### src/hw/proc_pkg.sv
/* widths, instruction encodings and control enums shared by the core
   and its testbench, always referenced by scoped name */

package proc_pkg;

  typedef logic [31:0] word_t;
  typedef logic [4:0]  reg_addr_t;
  typedef logic [11:0] csr_addr_t;

  // manager csr numbers
  localparam csr_addr_t csr_proc2mngr = 12'h7c0;
  localparam csr_addr_t csr_mngr2proc = 12'hfc0;

  // ------------------------------------------------------------------------
  // encodings
  // ------------------------------------------------------------------------

  localparam logic [6:0] opc_op     = 7'b0110011;
  localparam logic [6:0] opc_op_imm = 7'b0010011;
  localparam logic [6:0] opc_branch = 7'b1100011;
  localparam logic [6:0] opc_system = 7'b1110011;

  // funct3 for op and op-imm
  localparam logic [2:0] f3_add_sub = 3'd0;
  localparam logic [2:0] f3_sll     = 3'd1;
  localparam logic [2:0] f3_slt     = 3'd2;
  localparam logic [2:0] f3_sltu    = 3'd3;
  localparam logic [2:0] f3_xor     = 3'd4;
  localparam logic [2:0] f3_srl_sra = 3'd5;
  localparam logic [2:0] f3_or      = 3'd6;
  localparam logic [2:0] f3_and     = 3'd7;

  // funct3 for branch and system
  localparam logic [2:0] f3_beq   = 3'd0;
  localparam logic [2:0] f3_bne   = 3'd1;
  localparam logic [2:0] f3_csrrw = 3'd1;
  localparam logic [2:0] f3_csrrs = 3'd2;

  // instruction bit that picks sub over add, sra over srl
  localparam int unsigned f7_alt_bit = 30;

  // ------------------------------------------------------------------------
  // control enums
  // ------------------------------------------------------------------------

  typedef enum logic [3:0] {
    alu_add, alu_sub, alu_and, alu_or, alu_xor, alu_slt,
    alu_sltu, alu_sra, alu_srl, alu_sll, alu_cp0, alu_cp1
  } alu_fn_e;

  typedef enum logic [1:0] {op2_rf, op2_imm, op2_mngr} op2_sel_e;
  typedef enum logic       {imm_i, imm_b} imm_type_e;
  typedef enum logic [1:0] {br_none, br_bne, br_beq} br_type_e;
  typedef enum logic       {pc_plus4, pc_branch} pc_sel_e;

endpackage

### src/hw/proc_ctrl.sv
`timescale 1ns/1ps
/* control unit of the five-stage core: valid bits, decode table,
   interlocks and branch squash, plus the control pipeline to W */

module proc_ctrl (
  input  logic                  clk,
  input  logic                  reset,
  // instruction memory strobes
  output logic                  imem_req_val,
  input  logic                  imem_req_rdy,
  input  logic                  imem_resp_val,
  output logic                  imem_resp_rdy,
  output logic                  imem_resp_drop,
  // manager strobes
  input  logic                  mngr2proc_val,
  output logic                  mngr2proc_rdy,
  output logic                  proc2mngr_val,
  input  logic                  proc2mngr_rdy,
  output logic                  commit_inst,
  // to the datapath
  output logic                  reg_en_f,
  output logic                  reg_en_d,
  output logic                  reg_en_x,
  output logic                  reg_en_m,
  output logic                  reg_en_w,
  output proc_pkg::pc_sel_e     pc_sel_f,
  output proc_pkg::imm_type_e   imm_type_d,
  output proc_pkg::op2_sel_e    op2_sel_d,
  output proc_pkg::alu_fn_e     alu_fn_x,
  output proc_pkg::reg_addr_t   rf_waddr_w,
  output logic                  rf_wen_w,
  // from the datapath
  input  proc_pkg::word_t       inst_d,
  input  logic                  br_cond_eq_x
);

  logic val_f, val_d, val_x, val_m, val_w;
  // ostall_* originates in a stage, stall_* also counts the stages ahead
  logic ostall_f, ostall_d, ostall_x, ostall_w, ostall_hazard_d;
  logic stall_f, stall_d, stall_x, stall_m, stall_w;
  logic osquash_x, squash_f, squash_d;
  logic next_val_f, next_val_d, next_val_x, next_val_m;

  // D decode results
  proc_pkg::br_type_e br_type_d;
  proc_pkg::alu_fn_e  alu_fn_d;
  logic rs1_en_d, rs2_en_d, rf_wen_d, csrr_d, csrw_d, p2m_d, m2p_d;

  // control pipeline X..W
  proc_pkg::br_type_e  br_type_x;
  proc_pkg::reg_addr_t rf_waddr_x, rf_waddr_m;
  logic rf_wen_x, rf_wen_m, rf_wen_pend_w;
  logic p2m_x, p2m_m, p2m_w;
  logic pc_redirect_x;

  // a source read in D that a valid older instruction still has to write
  function automatic logic raw(input logic en, input proc_pkg::reg_addr_t src,
                               input logic val, input logic wen,
                               input proc_pkg::reg_addr_t dst);
    return en && val && wen && (src == dst) && (dst != '0);
  endfunction

  // --------------------------------------------------------------------------
  // F stage
  // --------------------------------------------------------------------------

  assign reg_en_f = !stall_f || squash_f;

  always_ff @(posedge clk) begin
    if (reset) begin
      val_f <= 1'b0;
    end else if (reg_en_f) begin
      val_f <= 1'b1;
    end
  end

  assign pc_sel_f = pc_redirect_x ? proc_pkg::pc_branch : proc_pkg::pc_plus4;
  assign ostall_f = val_f && !imem_resp_val;
  // a refused request holds the pc, even with F empty
  assign stall_f  = (val_f && (ostall_f || ostall_d || ostall_x || ostall_w))
                    || !imem_req_rdy;
  assign squash_f = val_f && osquash_x;

  // squashed fetch has its response thrown away by the memory
  assign imem_resp_drop = squash_f;
  assign imem_req_val   = reg_en_f && !reset;
  assign imem_resp_rdy  = !stall_f && !squash_f;
  assign next_val_f     = val_f && !stall_f && !squash_f;

  // --------------------------------------------------------------------------
  // D stage
  // --------------------------------------------------------------------------

  assign reg_en_d = !stall_d || squash_d;

  always_ff @(posedge clk) begin
    if (reset) begin
      val_d <= 1'b0;
    end else if (reg_en_d) begin
      val_d <= next_val_f;
    end
  end

  // decode table
  always_comb begin
    br_type_d  = proc_pkg::br_none;
    imm_type_d = proc_pkg::imm_i;
    op2_sel_d  = proc_pkg::op2_rf;
    alu_fn_d   = proc_pkg::alu_add;
    rs1_en_d   = 1'b0;
    rs2_en_d   = 1'b0;
    rf_wen_d   = 1'b0;
    csrr_d     = 1'b0;
    csrw_d     = 1'b0;
    case (inst_d[6:0])
      proc_pkg::opc_op: begin
        rs1_en_d = 1'b1;
        rs2_en_d = 1'b1;
        rf_wen_d = 1'b1;
        case (inst_d[14:12])
          proc_pkg::f3_add_sub: alu_fn_d = inst_d[proc_pkg::f7_alt_bit] ?
                                           proc_pkg::alu_sub : proc_pkg::alu_add;
          proc_pkg::f3_sll:     alu_fn_d = proc_pkg::alu_sll;
          proc_pkg::f3_slt:     alu_fn_d = proc_pkg::alu_slt;
          proc_pkg::f3_sltu:    alu_fn_d = proc_pkg::alu_sltu;
          proc_pkg::f3_xor:     alu_fn_d = proc_pkg::alu_xor;
          proc_pkg::f3_srl_sra: alu_fn_d = inst_d[proc_pkg::f7_alt_bit] ?
                                           proc_pkg::alu_sra : proc_pkg::alu_srl;
          proc_pkg::f3_or:      alu_fn_d = proc_pkg::alu_or;
          default:              alu_fn_d = proc_pkg::alu_and;
        endcase
      end
      // addi only
      proc_pkg::opc_op_imm: begin
        if (inst_d[14:12] == proc_pkg::f3_add_sub) begin
          rs1_en_d  = 1'b1;
          rf_wen_d  = 1'b1;
          op2_sel_d = proc_pkg::op2_imm;
        end
      end
      proc_pkg::opc_branch: begin
        imm_type_d = proc_pkg::imm_b;
        rs1_en_d   = 1'b1;
        rs2_en_d   = 1'b1;
        if (inst_d[14:12] == proc_pkg::f3_beq) begin
          br_type_d = proc_pkg::br_beq;
        end else if (inst_d[14:12] == proc_pkg::f3_bne) begin
          br_type_d = proc_pkg::br_bne;
        end
      end
      // csrr passes mngr2proc data, csrw passes rs1
      proc_pkg::opc_system: begin
        if (inst_d[14:12] == proc_pkg::f3_csrrs) begin
          csrr_d    = 1'b1;
          rf_wen_d  = 1'b1;
          op2_sel_d = proc_pkg::op2_mngr;
          alu_fn_d  = proc_pkg::alu_cp1;
        end else if (inst_d[14:12] == proc_pkg::f3_csrrw) begin
          csrw_d   = 1'b1;
          rs1_en_d = 1'b1;
          alu_fn_d = proc_pkg::alu_cp0;
        end
      end
      default: ;
    endcase
  end

  assign p2m_d = csrw_d && (proc_pkg::csr_addr_t'(inst_d[31:20]) == proc_pkg::csr_proc2mngr);
  assign m2p_d = csrr_d && (proc_pkg::csr_addr_t'(inst_d[31:20]) == proc_pkg::csr_mngr2proc);

  // no bypass paths, so any pending writer in X, M or W holds D
  assign ostall_hazard_d =
      raw(rs1_en_d, inst_d[19:15], val_x, rf_wen_x, rf_waddr_x) ||
      raw(rs1_en_d, inst_d[19:15], val_m, rf_wen_m, rf_waddr_m) ||
      raw(rs1_en_d, inst_d[19:15], val_w, rf_wen_pend_w, rf_waddr_w) ||
      raw(rs2_en_d, inst_d[24:20], val_x, rf_wen_x, rf_waddr_x) ||
      raw(rs2_en_d, inst_d[24:20], val_m, rf_wen_m, rf_waddr_m) ||
      raw(rs2_en_d, inst_d[24:20], val_w, rf_wen_pend_w, rf_waddr_w);

  assign ostall_d = val_d && ((m2p_d && !mngr2proc_val) || ostall_hazard_d);
  assign stall_d  = val_d && (ostall_d || ostall_x || ostall_w);
  assign squash_d = val_d && osquash_x;

  // take a value only in the cycle csrr leaves D
  assign mngr2proc_rdy = val_d && m2p_d && !ostall_hazard_d && !ostall_x
                         && !ostall_w && !squash_d;
  assign next_val_d    = val_d && !stall_d && !squash_d;

  // --------------------------------------------------------------------------
  // X stage
  // --------------------------------------------------------------------------

  assign reg_en_x = !stall_x;

  always_ff @(posedge clk) begin
    if (reset) begin
      val_x <= 1'b0;
    end else if (reg_en_x) begin
      val_x <= next_val_d;
    end
  end

  always_ff @(posedge clk) begin
    if (reg_en_x) begin
      br_type_x  <= br_type_d;
      alu_fn_x   <= alu_fn_d;
      rf_wen_x   <= rf_wen_d;
      rf_waddr_x <= inst_d[11:7];
      p2m_x      <= p2m_d;
    end
  end

  assign pc_redirect_x = val_x &&
      ((br_type_x == proc_pkg::br_bne && !br_cond_eq_x) ||
       (br_type_x == proc_pkg::br_beq &&  br_cond_eq_x));

  // taken branch waits until memory can take the target request
  assign ostall_x   = pc_redirect_x && !imem_req_rdy;
  assign stall_x    = val_x && (ostall_x || ostall_w);
  assign osquash_x  = pc_redirect_x && !stall_x;
  assign next_val_x = val_x && !stall_x;

  // --------------------------------------------------------------------------
  // M and W stages
  // --------------------------------------------------------------------------

  assign reg_en_m = !stall_m;
  assign stall_m  = val_m && ostall_w;

  always_ff @(posedge clk) begin
    if (reset) begin
      val_m <= 1'b0;
    end else if (reg_en_m) begin
      val_m <= next_val_x;
    end
  end

  always_ff @(posedge clk) begin
    if (reg_en_m) begin
      rf_wen_m   <= rf_wen_x;
      rf_waddr_m <= rf_waddr_x;
      p2m_m      <= p2m_x;
    end
  end

  assign next_val_m = val_m && !stall_m;
  assign reg_en_w   = !stall_w;

  always_ff @(posedge clk) begin
    if (reset) begin
      val_w <= 1'b0;
    end else if (reg_en_w) begin
      val_w <= next_val_m;
    end
  end

  always_ff @(posedge clk) begin
    if (reg_en_w) begin
      rf_wen_pend_w <= rf_wen_m;
      rf_waddr_w    <= rf_waddr_m;
      p2m_w         <= p2m_m;
    end
  end

  // proc2mngr back-pressure is the only W stall
  assign ostall_w = val_w && p2m_w && !proc2mngr_rdy;
  assign stall_w  = ostall_w;

  assign rf_wen_w      = val_w && rf_wen_pend_w;
  assign proc2mngr_val = val_w && p2m_w;
  assign commit_inst   = val_w && !stall_w;

endmodule

### src/hw/proc_fetch.sv
`timescale 1ns/1ps
/* fetch datapath: pc register, next-pc mux and request address;
   the pc that was fetched moves on to D with the F register enable */

module proc_fetch #(
  parameter proc_pkg::word_t reset_pc = 32'h0000_0200
) (
  input  logic              clk,
  input  logic              reset,
  input  logic              reg_en_f,
  input  proc_pkg::pc_sel_e pc_sel_f,
  input  proc_pkg::word_t   br_target_x,
  output proc_pkg::word_t   imem_req_addr,
  output proc_pkg::word_t   pc_d
);

  proc_pkg::word_t pc_f;
  proc_pkg::word_t pc_next_f;

  // request goes out for the next pc, before the F register
  assign pc_next_f = (pc_sel_f == proc_pkg::pc_branch) ? br_target_x : pc_f + 32'd4;
  assign imem_req_addr = pc_next_f;

  // one word below reset_pc so the first request hits reset_pc
  always_ff @(posedge clk) begin
    if (reset) begin
      pc_f <= reset_pc - 32'd4;
    end else if (reg_en_f) begin
      pc_f <= pc_next_f;
    end
  end

  always_ff @(posedge clk) begin
    if (reg_en_f) begin
      pc_d <= pc_f;
    end
  end

endmodule

### src/hw/proc_regfile.sv
`timescale 1ns/1ps
/* 32 x 32 register file, two combinational reads and one
   write on the clock edge; x0 reads as zero */

module proc_regfile (
  input  logic                clk,
  input  proc_pkg::reg_addr_t raddr0,
  output proc_pkg::word_t     rdata0,
  input  proc_pkg::reg_addr_t raddr1,
  output proc_pkg::word_t     rdata1,
  input  logic                wen,
  input  proc_pkg::reg_addr_t waddr,
  input  proc_pkg::word_t     wdata
);

  proc_pkg::word_t regs [32];

  always_ff @(posedge clk) begin
    if (wen) begin
      regs[waddr] <= wdata;
    end
  end

  // write in W lands after the D read, the control interlock covers that
  assign rdata0 = (raddr0 == '0) ? '0 : regs[raddr0];
  assign rdata1 = (raddr1 == '0) ? '0 : regs[raddr1];

endmodule

### src/hw/proc_decode_dpath.sv
`timescale 1ns/1ps
/* decode datapath: instruction register, immediates, operand 2
   selection and the branch target add */

module proc_decode_dpath (
  input  logic                clk,
  input  logic                reg_en_d,
  input  proc_pkg::word_t     imem_resp_data,
  input  proc_pkg::word_t     pc_d,
  input  proc_pkg::imm_type_e imm_type_d,
  input  proc_pkg::op2_sel_e  op2_sel_d,
  input  proc_pkg::word_t     mngr2proc_data,
  input  proc_pkg::word_t     rf_rdata0,
  input  proc_pkg::word_t     rf_rdata1,
  output proc_pkg::word_t     inst_d,
  output proc_pkg::reg_addr_t rs1_addr_d,
  output proc_pkg::reg_addr_t rs2_addr_d,
  output proc_pkg::word_t     op1_d,
  output proc_pkg::word_t     op2_d,
  output proc_pkg::word_t     rs2_data_d,
  output proc_pkg::word_t     br_target_d
);

  proc_pkg::word_t imm_d;

  always_ff @(posedge clk) begin
    if (reg_en_d) begin
      inst_d <= imem_resp_data;
    end
  end

  assign rs1_addr_d = inst_d[19:15];
  assign rs2_addr_d = inst_d[24:20];

  // sign-extended i or b immediate
  assign imm_d = (imm_type_d == proc_pkg::imm_b) ?
                 {{20{inst_d[31]}}, inst_d[7], inst_d[30:25], inst_d[11:8], 1'b0} :
                 {{20{inst_d[31]}}, inst_d[31:20]};

  always_comb begin
    case (op2_sel_d)
      proc_pkg::op2_imm:  op2_d = imm_d;
      proc_pkg::op2_mngr: op2_d = mngr2proc_data;
      default:            op2_d = rf_rdata1;
    endcase
  end

  assign op1_d       = rf_rdata0;
  assign rs2_data_d  = rf_rdata1;
  assign br_target_d = pc_d + imm_d;

endmodule

### src/hw/proc_exec_dpath.sv
`timescale 1ns/1ps
/* execute datapath: X operand registers, the ALU and the
   equality flag that resolves bne/beq */

module proc_exec_dpath (
  input  logic              clk,
  input  logic              reg_en_x,
  input  proc_pkg::word_t   op1_d,
  input  proc_pkg::word_t   op2_d,
  input  proc_pkg::word_t   rs2_data_d,
  input  proc_pkg::word_t   br_target_d,
  input  proc_pkg::alu_fn_e alu_fn_x,
  output proc_pkg::word_t   br_target_x,
  output logic              br_cond_eq_x,
  output proc_pkg::word_t   result_x
);

  proc_pkg::word_t op1_x;
  proc_pkg::word_t op2_x;
  proc_pkg::word_t rs2_data_x;
  logic [4:0]      shamt_x;

  always_ff @(posedge clk) begin
    if (reg_en_x) begin
      op1_x       <= op1_d;
      op2_x       <= op2_d;
      rs2_data_x  <= rs2_data_d;
      br_target_x <= br_target_d;
    end
  end

  // branch compares rs1 with rs2 itself, op2 may hold the immediate
  assign br_cond_eq_x = (op1_x == rs2_data_x);
  assign shamt_x      = op2_x[4:0];

  always_comb begin
    case (alu_fn_x)
      proc_pkg::alu_add:  result_x = op1_x + op2_x;
      proc_pkg::alu_sub:  result_x = op1_x - op2_x;
      proc_pkg::alu_and:  result_x = op1_x & op2_x;
      proc_pkg::alu_or:   result_x = op1_x | op2_x;
      proc_pkg::alu_xor:  result_x = op1_x ^ op2_x;
      proc_pkg::alu_slt:  result_x = {31'd0, $signed(op1_x) < $signed(op2_x)};
      proc_pkg::alu_sltu: result_x = {31'd0, op1_x < op2_x};
      proc_pkg::alu_sra:  result_x = $unsigned($signed(op1_x) >>> shamt_x);
      proc_pkg::alu_srl:  result_x = op1_x >> shamt_x;
      proc_pkg::alu_sll:  result_x = op1_x << shamt_x;
      // copies for csrw and csrr
      proc_pkg::alu_cp0:  result_x = op1_x;
      proc_pkg::alu_cp1:  result_x = op2_x;
      default:            result_x = '0;
    endcase
  end

endmodule

### src/hw/proc_retire_dpath.sv
`timescale 1ns/1ps
/* M and W result registers; the W value feeds both the
   register file write and proc2mngr data */

module proc_retire_dpath (
  input  logic            clk,
  input  logic            reg_en_m,
  input  logic            reg_en_w,
  input  proc_pkg::word_t result_x,
  output proc_pkg::word_t result_w
);

  proc_pkg::word_t result_m;

  // M has no memory access, it only delays the result
  always_ff @(posedge clk) begin
    if (reg_en_m) begin
      result_m <= result_x;
    end
  end

  // held while W stalls on proc2mngr
  always_ff @(posedge clk) begin
    if (reg_en_w) begin
      result_w <= result_m;
    end
  end

endmodule

### src/hw/proc_top.sv
`timescale 1ns/1ps
/* top of the five-stage core: control unit, fetch, decode, execute
   and retire datapaths, and the register file; reset_pc goes to fetch */

module proc_top #(
  parameter proc_pkg::word_t reset_pc = 32'h0000_0200
) (
  input  logic            clk,
  input  logic            reset,
  // instruction memory
  output logic            imem_req_val,
  input  logic            imem_req_rdy,
  output proc_pkg::word_t imem_req_addr,
  input  logic            imem_resp_val,
  output logic            imem_resp_rdy,
  output logic            imem_resp_drop,
  input  proc_pkg::word_t imem_resp_data,
  // manager
  input  logic            mngr2proc_val,
  output logic            mngr2proc_rdy,
  input  proc_pkg::word_t mngr2proc_data,
  output logic            proc2mngr_val,
  input  logic            proc2mngr_rdy,
  output proc_pkg::word_t proc2mngr_data,
  output logic            commit_inst
);

  // ------------------------------------------------------------------------
  // control to datapath
  // ------------------------------------------------------------------------

  logic reg_en_f, reg_en_d, reg_en_x, reg_en_m, reg_en_w;
  logic rf_wen_w;
  proc_pkg::pc_sel_e   pc_sel_f;
  proc_pkg::imm_type_e imm_type_d;
  proc_pkg::op2_sel_e  op2_sel_d;
  proc_pkg::alu_fn_e   alu_fn_x;
  proc_pkg::reg_addr_t rf_waddr_w;

  // ------------------------------------------------------------------------
  // datapath
  // ------------------------------------------------------------------------

  proc_pkg::word_t     pc_d, inst_d, op1_d, op2_d, rs2_data_d, br_target_d;
  proc_pkg::word_t     rf_rdata0, rf_rdata1;
  proc_pkg::reg_addr_t rs1_addr_d, rs2_addr_d;
  proc_pkg::word_t     br_target_x, result_x, result_w;
  logic                br_cond_eq_x;

  proc_ctrl i_ctrl (.*);

  proc_fetch #(
    .reset_pc(reset_pc)
  ) i_fetch (.*);

  proc_decode_dpath i_decode (.*);

  proc_regfile i_regfile (
    .clk    (clk),
    .raddr0 (rs1_addr_d),
    .rdata0 (rf_rdata0),
    .raddr1 (rs2_addr_d),
    .rdata1 (rf_rdata1),
    .wen    (rf_wen_w),
    .waddr  (rf_waddr_w),
    .wdata  (result_w)
  );

  proc_exec_dpath i_exec (.*);

  proc_retire_dpath i_retire (.*);

  // csrw results leave from W
  assign proc2mngr_data = result_w;

endmodule

### config.mk
export PLATFORM = sky130hd
export DESIGN_NAME = proc_top
export DESIGN_NICKNAME = d
export VERILOG_FILES = /design/src/hw/proc_pkg.sv /design/src/hw/proc_ctrl.sv /design/src/hw/proc_fetch.sv /design/src/hw/proc_regfile.sv /design/src/hw/proc_decode_dpath.sv /design/src/hw/proc_exec_dpath.sv /design/src/hw/proc_retire_dpath.sv /design/src/hw/proc_top.sv
export SDC_FILE = /design/constraint.sdc
export NUM_CORES = 2
export LEC_CHECK = 0
export ABC_AREA = 0
export CORE_MARGIN = 4
export CORE_UTILIZATION = 50
export CTS_BUF_LIST = sky130_fd_sc_hd__clkbuf_4
export CTS_CLUSTER_DIAMETER = 50
export CTS_CLUSTER_SIZE = 30
export DETAILED_ROUTE_END_ITERATION = 12
export DONT_BUFFER_PORTS = 1
export GPL_TIMING_DRIVEN = 0
export PLACE_DENSITY = 0.78
export RECOVER_POWER = 25
export SLEW_MARGIN = 40
export SYNTH_ARGS = -nofsm -noshare
export SYNTH_HDL_FRONTEND = slang
export SYNTH_HIERARCHICAL = 1
export SYNTH_SLANG_ARGS = --single-unit
### constraint.sdc
create_clock -name clk -period 5.8 [get_ports clk]
set_input_delay 0.58 -clock clk [delete_from_list [all_inputs] [get_ports clk]]
set_output_delay 0.58 -clock clk [all_outputs]
set_load 0.02 [all_outputs]
# After elaboration in Yosys (flattened, before gate mapping)
# Memories as Yosys holds them, arrays and structs flattened. A register that Yosys moved wholly into a read port is not among the register bits.
# Index checks and enable logic that the tools add are counted.
# totals
ramBits	1024
regBits	288
mem_bits_ro	0
latch_bits	0
wordCells	201
out_inout_bits	70
mem_count	1
# op_classes
n_reduce_logical	98
n_eq_ne	34
shifts	3
bitwise_logic	4
n_addsub	4
n_div	0
muxes	30
n_lt_le_gt_ge	2
n_mul	0
# mem_list
name	words	word_bits	rd	rd_ports_with_merged_regs	write_ports	line	rtl
i_regfile.regs	32	32	2	2	1	proc_regfile.sv:16	proc_pkg::word_t regs [32];
# op_table
operator	n
$pmux W32 S12	1
$add A32 B32 Y32	2
$lt A32 B32 Y1	2
$mux W32	2
$pmux W32 S2	1
$logic_and A1 B1 Y1	57
$add A32 B3 Y32 const B	1
$and A32 B32 Y32	1
$eq A32 B32 Y1	1
$or A32 B32 Y32	1
$shl A32 B5 Y32	1
$shr A32 B5 Y32	1
$sshr A32 B5 Y32	1
$sub A32 B32 Y32	1
$xor A32 B32 Y32	1
$eq A5 B5 Y1	6
$pmux W4 S7	1
$eq A4 B3 Y1 const B	4
$eq A4 B4 Y1 const B	4
$logic_not A1 Y1	16
$logic_or A1 B1 Y1	16
$reduce_bool A5 Y1	3
$eq A7 B7 Y1 const B	2
$mux W1	14
other kinds (23)	35

# Depth between registers and ports, before layout
# logic_depth
depth_word	23
depth_mapped	16
depth_no_buf	14

# Modules after synthesis
# Netlist, hierarchy kept.
# by_module_without_submodules
module	cells_each	area_each_um2	n_inst
proc_regfile	2400	46960.0	1
proc_exec_dpath	1619	13784.5	1
proc_decode_dpath	458	3778.6	1
proc_fetch	364	3334.4	1
proc_retire_dpath	64	1921.8	1
proc_ctrl	176	1845.5	1

# Least setup slack after synthesis
# OpenSTA, ideal clock, no wires.
# synth_timing
path_type	input to register
from	input port proc2mngr_rdy
to	register i_ctrl.alu_fn_x[0] (enable)
stages	4
arrival_time_ns	4.471
n_path_buf	0
setup_slack_ns	0.125
setup_ns	1.204
cell_sequence	and2b_1 clkinv_1 o21ai_0 nand2_1
# synth_via
elab_chain_cells	4
# synth_rtl
item	line	rtl
start: declaration	proc_top.sv:23	input logic proc2mngr_rdy,
$logic_not A1 Y1	proc_ctrl.sv:266	assign ostall_w = val_w && p2m_w && !proc2mngr_rdy;
$logic_and A1 B1 Y1	proc_ctrl.sv:266	
$logic_or A1 B1 Y1	proc_ctrl.sv:219	assign stall_x = val_x && (ostall_x || ostall_w);
$logic_and A1 B1 Y1	proc_ctrl.sv:219	
end signal: assignment	proc_ctrl.sv:206	alu_fn_x <= alu_fn_d;
end: declaration	proc_ctrl.sv:29	output proc_pkg::alu_fn_e alu_fn_x,
# Every way passes these cells.
# A chain may end at the register's enable or synchronous reset.

# Worst setup path in the final report
# layout_timing
from	register i_exec.op2_x[3]
to	register i_retire.result_m[21], data pin
# layout_via
elab_chain_cells	2
elab_cells_between_ends	6
cone_classes	add/sub (2); shift (3); mux (1)
# layout_rtl
item	line	rtl
start: declaration	proc_exec_dpath.sv:19	proc_pkg::word_t op2_x;
start signal: assignment	proc_exec_dpath.sv:26	op2_x <= op2_d;
$sub A32 B32 Y32, or another cell as far along	proc_exec_dpath.sv:39	proc_pkg::alu_sub: result_x = op1_x - op2_x;
$pmux W32 S12 *	proc_exec_dpath.sv:37	case (alu_fn_x)
net result_x[21]	proc_top.sv:47	proc_pkg::word_t br_target_x, result_x, result_w;
end signal: assignment	proc_retire_dpath.sv:18	result_m <= result_x;
end: declaration	proc_retire_dpath.sv:13	proc_pkg::word_t result_m;
# The timed path passes the listed nets; every way through them passes the cells marked *.

==> metrics.yaml <==
cts_tree: "built"
worstHoldStart: "mngr2proc_data[6]"
maxCapViolCount: 0
ys_async_sr_fraction_pct: 0
clkTransAtPathRegs_ns: 0.21
ys_warn_count: 6
synth-edff-count: 1307
avgSynthCellArea_um2: 14.10
fin_crit_ns: 5.775
rr_endpoint: "i_retire/result_m[21]$_DFFE_PP_"
num_vias: 54487
synth-simple-area-share_pct: 6.303
leakagePower_nw: 27.48
r2r_start: "i_exec/op2_x[3]$_DFFE_PP_"
fin_skew_ns: 0.1714
placedInstanceArea_um2: 77340
wirelength_um: 281100
h-tree-depth: 3
drt_drc_violations_left: 0
design_area_um2: 80200
grt_max_degree: 46
seqCellArea_um2: 39990
synth_top_family_by_area: "multiplexers"
fp.dieH_um: 386.5
synthMuxAreaShare_pct: 18.72
die_area_um2: 149400
synth_cells: 5081
yosysSeqAreaShare_pct: 55.83
power_frac_clock_pct: 22.0
drv_slew: 0
fin_nets: 5685
grt.overflow.total: 0
report.final.setup_viol: 0
syn-cell-area_um2: 71620
syn-num-nets: 5288
hp-class: "in -> reg"
yosys.cell_types.count: 101
grt_pass1_vias: 52281
status: "finished clean"
power_density_nw_per_um2: 293.7
slowest_stage: "a31oi_1"
min_to: "i_exec/op2_x[6]$_DFFE_PP_"
crit_type: "reg -> reg"
synth_compound_area_share_pct: 11.00
gp_congestion: 1.124
ant_nets: 0
reg2reg_depth: 15
crit_path_frequent_cell: "clkbuf_1"
ys_ff_latch: 1344
cts_buffer_depth: 3
netSwitchingFraction_pct: 35.48
drt_pass1_iterations: 9
pin_count: 140
p_int_mw: 15.20
ctsRootBufferMaster: "clkbuf_4"
hold_depth: 2
whs_ns: 0.09998
start_util_pct: 50.46
final_common_cell: "edfxtp_1"
row_count: 138
rsz0062_at_grt: "false"
pwr-share-comb_pct: 25.1
cp_data_arrival_time_ns: 6.61
ys_dominant_reg_cell: "edfxtp_1"
grt_pass1_wl_um: 391600
grtUsageTotal_pct: 36.52
slowest_delay_ns: 0.61
fin_crit_sh_pct: 99.57
wl_per_cell_um: 37.62
viasPerCell: 7.292
seqPwrFrac_pct: 52.9
numCtsBuffers: 106
switchingPower_mw: 8.358
fmax_mhz: 173.2
r2r_slack_ns: 0.03
grt_antenna_before_repair: 13
hold_viol_final: 0
cp-end-kind: "register"
drive_gt1_share_pct: 22.28
irDropWorstVdd_mv: 0.3131
multi_input_comb_area_um2: 29360
cp.required_ns: 6.63
relSlewSlack_pct: 25.22
drt-initial-drc-count: 10052
syn_to_final_growth_pct: 11.97
synthAdderAreaFrac_pct: 2.439
worstPathCellList: "clkbuf_1, inv_1, buf_1, clkbuf_2, ha_1, clkbuf_1, nor2_1, o211ai_1, a31oi_1, o31ai_1, o41ai_1, a21oi_1, a221o_1, nand2_1, o2111ai_1"
layout_common_cells: "1,307 x edfxtp_1, 460 x mux4_2, 270 x nand2_1"
cts_sinks: 1344
worst-path-max-fanout: 11
worstSetupStartpointType: "register"
insertion_delay_ns: 1.20
die_x_um: 386.5
synth-xor-area-share_pct: 1.553
tightest_slew_ns: 1.122
hpwl_um: 207400
io_buffers: 0
core_um2: 141900
fillers: 10840
==> how the worst max path moves through the flow <==
stage / from / to / slack, ns / depth (start not counted)
after floorplan: proc2mngr_rdy / i_ctrl/alu_fn_x[0]$_DFFE_PN_ / 0.12 / 4
after global placement: i_exec/op1_x[30]$_DFFE_PP_ / i_exec/op1_x[11]$_DFFE_PP_ / -2.30 / 10
after detailed placement: i_exec/op2_x[3]$_DFFE_PP_ / i_retire/result_m[28]$_DFFE_PP_ / -0.11 / 16
after CTS: i_exec/op1_x[27]$_DFFE_PP_ / imem_req_addr[9] / 0.003 / 11
after global routing: i_exec/op1_x[19]$_DFFE_PP_ / imem_req_addr[21] / 0.02 / 14
final: i_exec/op2_x[3]$_DFFE_PP_ / i_retire/result_m[21]$_DFFE_PP_ / 0.03 / 15
==> registers in the layout, indices dropped and copies added (netlist names), 32 cells and up <==
register            flops
i_decode/inst_d        32
i_exec/op2_x           32
i_exec/op1_x           32
i_retire/result_w      32
i_regfile/regs       1024
i_fetch/pc_d           32
i_retire/result_m      32
i_exec/br_target_x     32
i_exec/rs2_data_x      32
i_fetch/pc_f           32
==> power by group through the flow <==
stage | clock network (mW) | logic (mW) | registers, mW
2_1_floorplan | 0 | 2.59 | 12.8
3_3_place_gp | 0 | 3.96 | 13.7
3_5_place_dp | 0 | 5.68 | 12.6
4_1_cts | 5.18 | 5.78 | 12.4
5_1_grt | 5.59 | 6.02 | 12.5
6_report | 5.19 | 5.91 | 12.5
==> routing by layer <==
layer	part of all wire, %	global-route usage [%]
met1	32	44.74
met2	43	54.09
met3	15	11.35
met4	10	28.30
met5	0.11	0
==> cells in the mapped netlist (13+ instances only) <==
master / count / share of area, %
o221ai_1: 36 / 0.44
o21a_1: 19 / 0.20
dfxtp_1: 37 / 1.0
a22oi_1: 37 / 0.39
mux2_1: 19 / 0.30
mux2i_1: 255 / 3.6
a21oi_1: 267 / 1.9
buf_6: 15 / 0.24
a31oi_1: 28 / 0.24
o21bai_1: 17 / 0.18
buf_1: 25 / 0.13
o2111ai_1: 15 / 0.18
xor2_1: 89 / 1.1
clkbuf_1: 246 / 1.3
a32o_1: 13 / 0.18
a211oi_1: 74 / 0.78
mux4_2: 460 / 14
nor2_1: 264 / 1.4
ha_1: 134 / 2.3
nor2b_1: 21 / 0.18
and3_1: 17 / 0.15
a221oi_1: 57 / 0.70
a211o_1: 38 / 0.46
o31ai_1: 23 / 0.24
and2_1: 22 / 0.19
edfxtp_1: 1307 / 55
nand4_1: 46 / 0.40
buf_2: 85 / 0.59
nor3_1: 86 / 0.60
o22ai_1: 78 / 0.68
mux2_2: 25 / 0.39
nor4_1: 30 / 0.26
a21o_1: 24 / 0.25
buf_4: 100 / 1.0
a22o_1: 69 / 0.84
nand2b_1: 29 / 0.25
a2111oi_0: 32 / 0.39
or3_1: 25 / 0.22
inv_1: 154 / 0.81
nand2_1: 273 / 1.4
nand3_1: 61 / 0.43
o21ai_0: 178 / 1.2
o211ai_1: 28 / 0.29
xnor2_1: 38 / 0.46
==> through the flow <==
| stage | cells | setup TNS [ns] | setup WS [ns] | power, mW | utilization (%) |
|---|---|---|---|---|---|
| 5_1_grt | 7465 | 0 | 0.02370 | 24.06 | 56.49 |
| 2_1_floorplan | 5081 | 0 | 0.1249 | 15.43 | - |
| 6_report | 7472 | 0 | 0.02504 | 23.55 | 56.50 |
| 4_1_cts | 7456 | 0 | 0.003327 | 23.37 | 56.61 |
| 3_5_place_dp | 7157 | -0.3198 | -0.1108 | 18.30 | 54.49 |
| 3_3_place_gp | 6971 | -324.70 | -2.299 | 17.68 | 52.13 |
==> cells by family (layout without fill, tap and decap cells) <==
family          Yosys count  in the layout
fa+ha+maj               138            138
flops                  1344           1344
buf+inv                 634           1124
simple gates            936            936
compound gates         1143           1143
mux                     759            759
xor+xnor                127            127
other cells               0             11
==> critical path, delay by kind of cell (launching register included) <==
family | cells | cell delay (ns)
AO/OA/AOI/OAI | 7 | 2.30
AND/OR/NAND/NOR | 2 | 0.26
adder cells (fa/ha/maj) | 1 | 0.30
buffers and inverters | 5 | 1.97
flip-flops | 1 | 0.60
==> area by class of cell <==
| cell class | instances | area share [%] |
|---|---|---|
| inverter | 159 | 0.7504 |
| timing repair buffer | 291 | 4.273 |
| multi-input combinational | 3103 | 36.60 |
| tap | 1890 | 2.949 |
| antenna | 11 | 0.03432 |
| clock buffer | 112 | 1.048 |
| buffer | 473 | 3.061 |
| clock inverter | 89 | 1.417 |
| sequential | 1344 | 49.86 |
==> repair_timing <==
item	in CTS	in global routing
hold endpoints to repair	94	0
resized for setup	25	40
hold buffers	98	0
buffers inserted	0	4
endpoints found under the setup margin	33	36
pin swaps	0	0
(Power assumes the default switching activity.)
